File: src/logic/blit_pkg.sv
package blit_pkg;

    // widths with a meaning
    typedef logic [15:0] word_t;    // memory and register data
    typedef logic [15:0] addr_t;    // memory address
    typedef logic [3:0]  reg_num_t; // blit register number

    // blit register numbers
    localparam reg_num_t BLIT_MODE    = 4'd0;
    localparam reg_num_t BLIT_RD_MOD  = 4'd1;
    localparam reg_num_t BLIT_WR_MOD  = 4'd2;
    localparam reg_num_t BLIT_WR_MASK = 4'd3;
    localparam reg_num_t BLIT_WIDTH   = 4'd4;
    localparam reg_num_t BLIT_RD_ADDR = 4'd5;
    localparam reg_num_t BLIT_WR_ADDR = 4'd6;
    localparam reg_num_t BLIT_COUNT   = 4'd7;

    // MODE register fields
    localparam int MODE_RD_XR     = 15; // read from XR instead of VRAM
    localparam int MODE_WR_XR     = 14; // write to XR instead of VRAM
    localparam int MODE_FILL      = 13; // fill with RD_ADDR value
    localparam int MODE_SHIFT_MSB = 3;
    localparam int MODE_SHIFT_LSB = 0;

    // memory sizes, in address bits actually decoded
    localparam int VRAM_ADDR_W = 10;    // 1024 words
    localparam int XR_ADDR_W   = 8;     // 256 words

endpackage

File: src/logic/blitter.sv
`timescale 1ns/100ps

module blitter import blit_pkg::*; (
    input  logic     clk,
    input  logic     reset_i,
    // host register port
    input  logic     reg_wr_en_i,
    input  reg_num_t reg_num_i,
    input  word_t    reg_data_i,
    output word_t    reg_data_o,
    // status
    output logic     busy_o,
    output logic     full_o,
    output logic     done_intr_o,
    // memory bus
    output logic     vram_sel_o,
    output logic     xr_sel_o,
    output logic     wr_o,
    output logic [3:0] wr_mask_o,
    output addr_t    addr_o,
    output word_t    wdata_o,
    input  word_t    vram_rdata_i,
    input  logic     vram_ack_i,
    input  word_t    xr_rdata_i,
    input  logic     xr_ack_i
);

    typedef enum logic [2:0] {
        ST_IDLE,
        ST_SETUP,
        ST_COPY_RD,
        ST_COPY_WR,
        ST_FILL_WR,
        ST_DONE
    } state_t;

    state_t state;

    // host visible registers
    logic       xreg_rd_xr;
    logic       xreg_wr_xr;
    logic       xreg_fill;
    logic [3:0] xreg_shift;
    word_t      xreg_rd_mod;
    word_t      xreg_wr_mod;
    word_t      xreg_wr_mask;
    word_t      xreg_width;
    addr_t      xreg_rd_addr;
    addr_t      xreg_wr_addr;
    word_t      xreg_count;
    logic       queued;

    // working copies, latched in setup
    logic        blit_rd_xr;
    logic        blit_wr_xr;
    addr_t       blit_rd_addr;
    addr_t       blit_wr_addr;
    logic [16:0] blit_count;     // bit 16 set on underflow

    logic  mem_ack;
    word_t mem_rdata;

    // only listen to the memory we selected
    assign mem_ack   = (vram_sel_o & vram_ack_i) | (xr_sel_o & xr_ack_i);
    assign mem_rdata = vram_sel_o ? vram_rdata_i : xr_rdata_i;

    assign busy_o      = (state != ST_IDLE);
    assign full_o      = queued;
    assign done_intr_o = (state == ST_DONE);

    // register writes and queue flag
    always_ff @(posedge clk) begin
        if (reset_i) begin
            xreg_rd_xr   <= 1'b0;
            xreg_wr_xr   <= 1'b0;
            xreg_fill    <= 1'b0;
            xreg_shift   <= '0;
            xreg_rd_mod  <= '0;
            xreg_wr_mod  <= '0;
            xreg_wr_mask <= 16'hFFFF;
            xreg_width   <= '0;
            xreg_rd_addr <= '0;
            xreg_wr_addr <= '0;
            xreg_count   <= '0;
            queued       <= 1'b0;
        end else begin
            if (state == ST_SETUP) begin
                queued <= 1'b0;     // a COUNT write below still wins
            end
            if (reg_wr_en_i) begin
                case (reg_num_i)
                    BLIT_MODE: begin
                        xreg_rd_xr <= reg_data_i[MODE_RD_XR];
                        xreg_wr_xr <= reg_data_i[MODE_WR_XR];
                        xreg_fill  <= reg_data_i[MODE_FILL];
                        xreg_shift <= reg_data_i[MODE_SHIFT_MSB:MODE_SHIFT_LSB];
                    end
                    BLIT_RD_MOD:  xreg_rd_mod  <= reg_data_i;
                    BLIT_WR_MOD:  xreg_wr_mod  <= reg_data_i;
                    BLIT_WR_MASK: xreg_wr_mask <= reg_data_i;
                    BLIT_WIDTH:   xreg_width   <= reg_data_i;
                    BLIT_RD_ADDR: xreg_rd_addr <= reg_data_i;
                    BLIT_WR_ADDR: xreg_wr_addr <= reg_data_i;
                    BLIT_COUNT: begin
                        xreg_count <= reg_data_i;
                        queued     <= 1'b1;
                    end
                    default: begin
                    end
                endcase
            end
        end
    end

    // registered readback
    always_ff @(posedge clk) begin
        case (reg_num_i)
            BLIT_MODE:    reg_data_o <= {xreg_rd_xr, xreg_wr_xr, xreg_fill, 9'b0, xreg_shift};
            BLIT_RD_MOD:  reg_data_o <= xreg_rd_mod;
            BLIT_WR_MOD:  reg_data_o <= xreg_wr_mod;
            BLIT_WR_MASK: reg_data_o <= xreg_wr_mask;
            BLIT_WIDTH:   reg_data_o <= xreg_width;
            BLIT_RD_ADDR: reg_data_o <= xreg_rd_addr;
            BLIT_WR_ADDR: reg_data_o <= xreg_wr_addr;
            BLIT_COUNT:   reg_data_o <= xreg_count;
            default:      reg_data_o <= '0;     // 8..15 unimplemented
        endcase
    end

    // blit engine
    always_ff @(posedge clk) begin
        if (reset_i) begin
            state      <= ST_IDLE;
            vram_sel_o <= 1'b0;
            xr_sel_o   <= 1'b0;
            wr_o       <= 1'b0;
            wr_mask_o  <= 4'hF;
        end else begin
            case (state)
                ST_IDLE: begin
                    if (queued) begin
                        state <= ST_SETUP;
                    end
                end
                ST_SETUP: begin
                    blit_rd_xr <= xreg_rd_xr;
                    blit_wr_xr <= xreg_wr_xr;
                    wr_mask_o  <= xreg_wr_mask[3:0];
                    if (xreg_fill) begin
                        // first fill write goes out right away
                        vram_sel_o   <= ~xreg_wr_xr;
                        xr_sel_o     <= xreg_wr_xr;
                        wr_o         <= 1'b1;
                        addr_o       <= xreg_wr_addr;
                        wdata_o      <= xreg_rd_addr;  // fill value
                        blit_wr_addr <= xreg_wr_addr + 16'd1;
                        blit_count   <= {1'b0, xreg_count} - 17'd1;
                        state        <= ST_FILL_WR;
                    end else begin
                        vram_sel_o   <= ~xreg_rd_xr;
                        xr_sel_o     <= xreg_rd_xr;
                        wr_o         <= 1'b0;
                        addr_o       <= xreg_rd_addr;
                        blit_rd_addr <= xreg_rd_addr + 16'd1;
                        blit_wr_addr <= xreg_wr_addr;
                        blit_count   <= {1'b0, xreg_count};
                        state        <= ST_COPY_RD;
                    end
                end
                ST_COPY_RD: begin
                    if (mem_ack) begin
                        vram_sel_o   <= ~blit_wr_xr;
                        xr_sel_o     <= blit_wr_xr;
                        wr_o         <= 1'b1;
                        addr_o       <= blit_wr_addr;
                        wdata_o      <= mem_rdata;
                        blit_wr_addr <= blit_wr_addr + 16'd1;
                        blit_count   <= blit_count - 17'd1;
                        state        <= ST_COPY_WR;
                    end
                end
                ST_COPY_WR: begin
                    if (mem_ack) begin
                        if (blit_count[16]) begin
                            vram_sel_o <= 1'b0;
                            xr_sel_o   <= 1'b0;
                            wr_o       <= 1'b0;
                            state      <= ST_DONE;
                        end else begin
                            vram_sel_o   <= ~blit_rd_xr;
                            xr_sel_o     <= blit_rd_xr;
                            wr_o         <= 1'b0;
                            addr_o       <= blit_rd_addr;
                            blit_rd_addr <= blit_rd_addr + 16'd1;
                            state        <= ST_COPY_RD;
                        end
                    end
                end
                ST_FILL_WR: begin
                    if (mem_ack) begin
                        if (blit_count[16]) begin
                            vram_sel_o <= 1'b0;
                            xr_sel_o   <= 1'b0;
                            wr_o       <= 1'b0;
                            state      <= ST_DONE;
                        end else begin
                            addr_o       <= blit_wr_addr;   // select stays up
                            blit_wr_addr <= blit_wr_addr + 16'd1;
                            blit_count   <= blit_count - 17'd1;
                        end
                    end
                end
                ST_DONE: begin
                    state <= queued ? ST_SETUP : ST_IDLE;   // chain a queued blit
                end
                default: begin
                    state <= ST_IDLE;
                end
            endcase
        end
    end

endmodule

File: config.mk
export PLATFORM = sky130hd
export DESIGN_NAME = blitter
export DESIGN_NICKNAME = d
export VERILOG_FILES = /design/src/logic/blit_pkg.sv /design/src/logic/blitter.sv
export SDC_FILE = /design/constraint.sdc
export NUM_CORES = 1
export LEC_CHECK = 0
export CORE_ASPECT_RATIO = 0.75
export CORE_UTILIZATION = 45
export DETAILED_ROUTE_END_ITERATION = 12
export DONT_BUFFER_PORTS = 1
export GPL_ROUTABILITY_DRIVEN = 0
export GPL_TIMING_DRIVEN = 0
export HOLD_SLACK_MARGIN = 0.03
export PLACE_DENSITY = 0.64
export SLEW_MARGIN = 20
export SYNTH_ARGS = -nofsm -noshare
export SYNTH_HDL_FRONTEND = slang
export SYNTH_SLANG_ARGS = --single-unit
File: constraint.sdc
create_clock -name clk -period 3.4 [get_ports clk]
set_input_delay 0.51 -clock clk [delete_from_list [all_inputs] [get_ports clk]]
set_output_delay 0.51 -clock clk [all_outputs]
set_load 0.02 [all_outputs]
== After elaboration in Yosys (flattened, before gate mapping) ==
Cells that the tools add are included.

* Muxes and demuxes: 54
* Bitwise gates (word level): 8
* Reduce and logical (&&, ||, !) cells: 23
* Equal/unequal tests: 21
* Add/subtract/negate cells: 6

{| class="wikitable"
|+ Operators by type and width
! kind !! count
|-
| $mux 16 || 16
|-
| $pmux 16 s8 || 1
|-
| $mux 17 || 4
|-
| $add 16x1->16 const B || 4
|-
| $pmux 16 s2 || 2
|-
| $pmux 16 s4 || 1
|-
| $pmux 17 s3 || 1
|-
| $pmux 16 s3 || 1
|-
| $mux 3 || 7
|-
| $reduce_and 5->1 || 4
|-
| $ne 2x2->1 const B || 9
|-
| $pmux 3 s6 || 1
|-
| $reduce_and 2->1 || 9
|-
| $mux 1 || 17
|-
| $sub 16x1->17 const B || 1
|-
| $sub 17x1->17 const B || 1
|-
| $eq 4x3->1 const B || 4
|-
| $pmux 1 s4 || 3
|-
| $eq 4x2->1 const B || 2
|-
| $reduce_and 4->1 || 2
|-
| $reduce_and 7->1 || 1
|-
| $eq 3x2->1 const B || 2
|-
| $eq 3x3->1 const B || 2
|-
| $reduce_bool 3->1 || 2
|-
| other kinds (9) || 15
|}

* Flip-flop bits (word level): 229

== Depth between registers and ports, before layout ==
* Depth in word-level cells: 4
* Mapped depth: 12
* Gate-level depth less buffers: 9

== Worst setup path before layout ==
No wires, ideal clock.

* Kind: register to register
* Start point: register vram_sel_o
* End point: register blit_rd_addr[0], enable pin
* Path slack: 0.169 ns
* Path buffers: 1
* Setup time: 0.436 ns
* Arrival time: 2.794 ns
* Stages on the path, launching flop included: 5
* Cells stage by stage: dfxtp_1 -> buf_2 -> a22oi_1 -> o21ai_0 -> nor4b_1

* Cells in the longest elaborated chain, start to end: 4

{| class="wikitable"
|+ Ends and longest elaborated chain
! what !! RTL line !! source
|-
| from (decl) || blitter.sv:16 || <nowiki>output logic vram_sel_o,</nowiki>
|-
| from (signal assigned) || blitter.sv:151 || <nowiki>vram_sel_o <= ~xreg_wr_xr;</nowiki>
|-
| from (signal assigned) || blitter.sv:160 || <nowiki>vram_sel_o <= ~xreg_rd_xr;</nowiki>
|-
| from (signal assigned) || blitter.sv:172 || <nowiki>vram_sel_o <= ~blit_wr_xr;</nowiki>
|-
| $and 1x1->1 || blitter.sv:64 || <nowiki>assign mem_ack = (vram_sel_o & vram_ack_i) | (xr_sel_o & xr_ack_i);</nowiki>
|-
| $or 1x1->1 || blitter.sv:64 ||
|-
| $ne 2x2->1 (no source line) || -- ||
|-
| $reduce_and 5->1 (no source line) || -- ||
|-
| to (signal assigned) || blitter.sv:164 || <nowiki>blit_rd_addr <= xreg_rd_addr + 16'd1;</nowiki>
|-
| to (signal assigned) || blitter.sv:194 || <nowiki>blit_rd_addr <= blit_rd_addr + 16'd1;</nowiki>
|-
| to (decl) || blitter.sv:56 || <nowiki>addr_t blit_rd_addr;</nowiki>
|}

No other way between the ends.
A chain may end at the register's enable or synchronous reset.

== Worst setup path in the final report ==
* Start point: register state[0]
* End point: register blit_rd_addr[12], data pin

* Cells in the longest elaborated chain, start to end: 2

{| class="wikitable"
|+ Ends and longest elaborated chain
! what !! RTL line !! source
|-
| from (decl) || blitter.sv:37 || <nowiki>state_t state;</nowiki>
|-
| from (signal assigned) || blitter.sv:214 || <nowiki>state <= queued ? ST_SETUP : ST_IDLE;</nowiki>
|-
| $eq 3x2->1 / $eq 3x1->1 (equally long branches) || blitter.sv:139 || <nowiki>case (state)</nowiki>
|-
| $pmux 16 s2 * || blitter.sv:139 ||
|}

Every way passes the cells marked *; elsewhere a longest branch is shown, timed or not.

==> impl_metrics.yaml <==
global_route:
  gr-total-overflow: 0
  grt_max_degree: 26
  grt_pass1_vias: 9393
  grt_usage_pct: 28.3
  grt_first_pass_wirelength_um: 57300
  antenna_found_initial: 1
clock_tree:
  numClockSinks: 229
  clk_latency_ns: 0.55
  cts_hold_buf: 0
  clock-root-buffer: "clkbuf_16"
  cts_resized: 0
  numCtsBuffers: 24
  cts_setup_buffers: 0
  path_clk_slew_ns: 0.07
  htreeDepth: 1
  cts_buffer_depth: 3
  cts_tree: "yes"
critical_path:
  slowest_stage: "nor4_1"
  worstPathRequired_ns: 3.70
  crit_type: "reg2reg"
  end_kind: "flop"
  cpPeakStageDelay_ns: 0.45
  critPathTopFamily: "simple AND/OR/NAND/NOR gates"
  cp_max_fo: 10
  path_buf_inv: 3
  start_kind: "flop"
  critPathArrivalTime_ns: 3.47
  cp_cell_sequence: "clkbuf_1, and3b_1, buf_2, buf_2, nand2_1, nand2_1, ha_1, nand2_1, nor4_1, o211ai_1, xor2_1, mux2i_1"
  cpMostUsedCell: "nand2_1"
sta:
  hold_viol_final: 0
  slew_viol_final: 0
  fmax_mhz: 316
  setup-tns-final_ns: 0
  fin_worst_skew_ns: 0.0309
  min_period_over_period_pct: 93.2
  rsz0062_at_grt: "false"
  worst_pin_slew_ns: 0.935
  setup_viol: 0
  period_minus_slack_ns: 3.17
  maxSlewHeadroom_pct: 37.7
yosys:
  synth_ff_type: "dfxtp_1"
  synthDistinctLibCells: 64
  synthCells: 1332
  ys_top_cells_by_area: "dfxtp_1, edfxtp_1, nand2_1"
  yosysTopAreaCell: "dfxtp_1"
  synth_fp_nets: 1395
  synth-seq-cells: 229
  synth_edf_count: 83
  yosys_warnings: 0
  yosysSeqAreaShare_pct: 46.7
  synthArstFlopShare_pct: 0
  synth_top_area_share_pct: 25.2
  synthesis.area_um2: 11600
  syn_avg_cell_area_um2: 8.70
floorplanning:
  io_pins: 115
  dieArea_um2: 26400
  num_rows: 50
  initial_core_util_pct: 46.1
  die_height_um: 141
  die_x_um: 187
  core_um2: 25100
route:
  first_pass_iters: 6
  vias: 10300
  drt_iter0_drc: 1419
  drc_errors: 0
  ant_nets: 0
  viasPerCell: 6.01
  wire_per_inst_um: 22.2
  wl_um: 38100
pwr:
  peakVddDrop_uv: 379
  finalPower_mw: 5.87
  power.density_nw_per_um2: 456
  leakagePower_nw: 4.25
outcome:
  status: "finished, final reports clean"
placement:
  hpwl_um: 27400
  placed_cells: 1673
  port_buffers: 0
finish:
  final_cells: 1717
  layout-drive-gt1-share_pct: 5.73
  antenna_cells: 0
  syn_to_final_growth_pct: 11.1
  fillCellCount: 2404
  fin_nets: 1424
min_path:
  hp-class: "in2reg"
flow_run:
  maxCapViolCount: 0
[flip-flops by register name, indices dropped and copies added (netlist names), 16 cells and up]
signal        count
xreg_wr_mod      16
xreg_wr_mask     16
blit_wr_addr     16
xreg_rd_addr     16
blit_count       17
reg_data_o       16
xreg_width       16
xreg_rd_mod      16
xreg_count       16
xreg_wr_addr     16
wdata_o          16
blit_rd_addr     16
addr_o           16
[logic make-up (layout without fill, tap and decap cells)]
| family | Yosys count | count (layout) | share of synthesized area [%] |
|---|---|---|---|
| adders and majority gates | 6 | 6 | 0.648 |
| muxes | 68 | 68 | 6.01 |
| AOI/OAI and AO/OA | 275 | 275 | 14.5 |
| xor gates and xnor gates | 76 | 76 | 5.74 |
| and+or+nand+nor | 561 | 561 | 22.4 |
| buffers and inverters | 117 | 164 | 4.04 |
| DFF | 229 | 229 | 46.7 |
[stage by stage]
step,worst slack (ns),util (%),hold slack (ns),instance area [um^2]
after CTS,0.318,51.2,0.0780,12900
final,0.231,51.2,0.0881,12900
after detailed placement,0.321,48.0,0.449,12100
after global routing,0.0323,51.2,0.0872,12900
after global placement,-0.972,47.8,0.442,12000
after floorplan,0.169,-,0.432,11600
[power by group]
part | leakage, nW | switching [mW] | internal, mW
combinational | 1.91 | 0.186 | 0.0804
sequential | 1.95 | 0.0424 | 2.86
clock | 0.396 | 1.16 | 1.55
[layout by cell type, fill, tap and decap left out, types with 6 or more instances in the layout]
cell,Yosys,layout
nand2_1,298,298
dfxtp_1,146,146
a21oi_1,134,134
clkbuf_1,82,84
edfxtp_1,83,83
nor2_1,70,68
mux2i_1,64,64
nand3_1,40,40
xor2_1,40,40
xnor2_1,36,36
nor3_1,33,33
a22oi_1,31,31
nand2b_1,26,26
clkbuf_16,0,24
o21ai_0,21,21
o21ai_1,20,20
a221oi_1,19,19
buf_2,16,18
nand3b_1,18,18
o22ai_1,15,15
nand4_1,12,12
and3_1,11,11
inv_1,10,10
and2_1,9,9
nor4_1,9,9
a222oi_1,8,8
nor2b_1,8,8
ha_1,6,6
clkinv_2,0,6
[synthesized netlist by cell type (all sizes together), types with 8 or more instances]
cell type / count
nand3b: 18
and2: 9
mux2i: 64
buf: 23
xor2: 40
nand2: 298
dfxtp: 146
and3: 11
nand4: 12
o22ai: 16
nor4: 12
a21oi: 134
inv: 11
a221oi: 19
nor2b: 8
nor3: 37
nand3: 40
nand2b: 26
a22oi: 31
clkbuf: 83
a222oi: 8
o21ai: 41
nor2: 70
edfxtp: 83
xnor2: 36
[final timing paths]
kind         slack, ns                             to  depth (start not counted)                         start
max               0.23     blit_rd_addr[12]$_DFFE_PP_                         12         state[0]$_SDFFE_PP0P_
min reg2reg       0.45   xreg_rd_mod[15]$_SDFFE_PP0P_                          2  xreg_rd_mod[15]$_SDFFE_PP0P_
max reg2reg       0.23     blit_rd_addr[12]$_DFFE_PP_                         12         state[0]$_SDFFE_PP0P_
min               0.09  xreg_rd_addr[10]$_SDFFE_PP0P_                          2                reg_data_i[10]
[metal layers]
layer  share of wire, %  GRT usage (%)  vias up
met3                 12           6.97       79
met4                2.8           7.29        0
met1                 45           42.4     4840
met2                 40           40.1      644
met5                  0              0        -
li1                   -              -     4750
[area by class of cell]
type,instances,area [um^2],area share [%]
clock buffers,30,663,5.15
clock inverters,14,153,1.18
repair buffers,3,37.5,0.291
well taps,338,423,3.28
plain buffers,106,427,3.31
flip-flops and latches,229,5420,42.0
inverters,11,41.3,0.320
multi-input cells,986,5730,44.4
No activity file was read; power rests on OpenSTA's default activity.
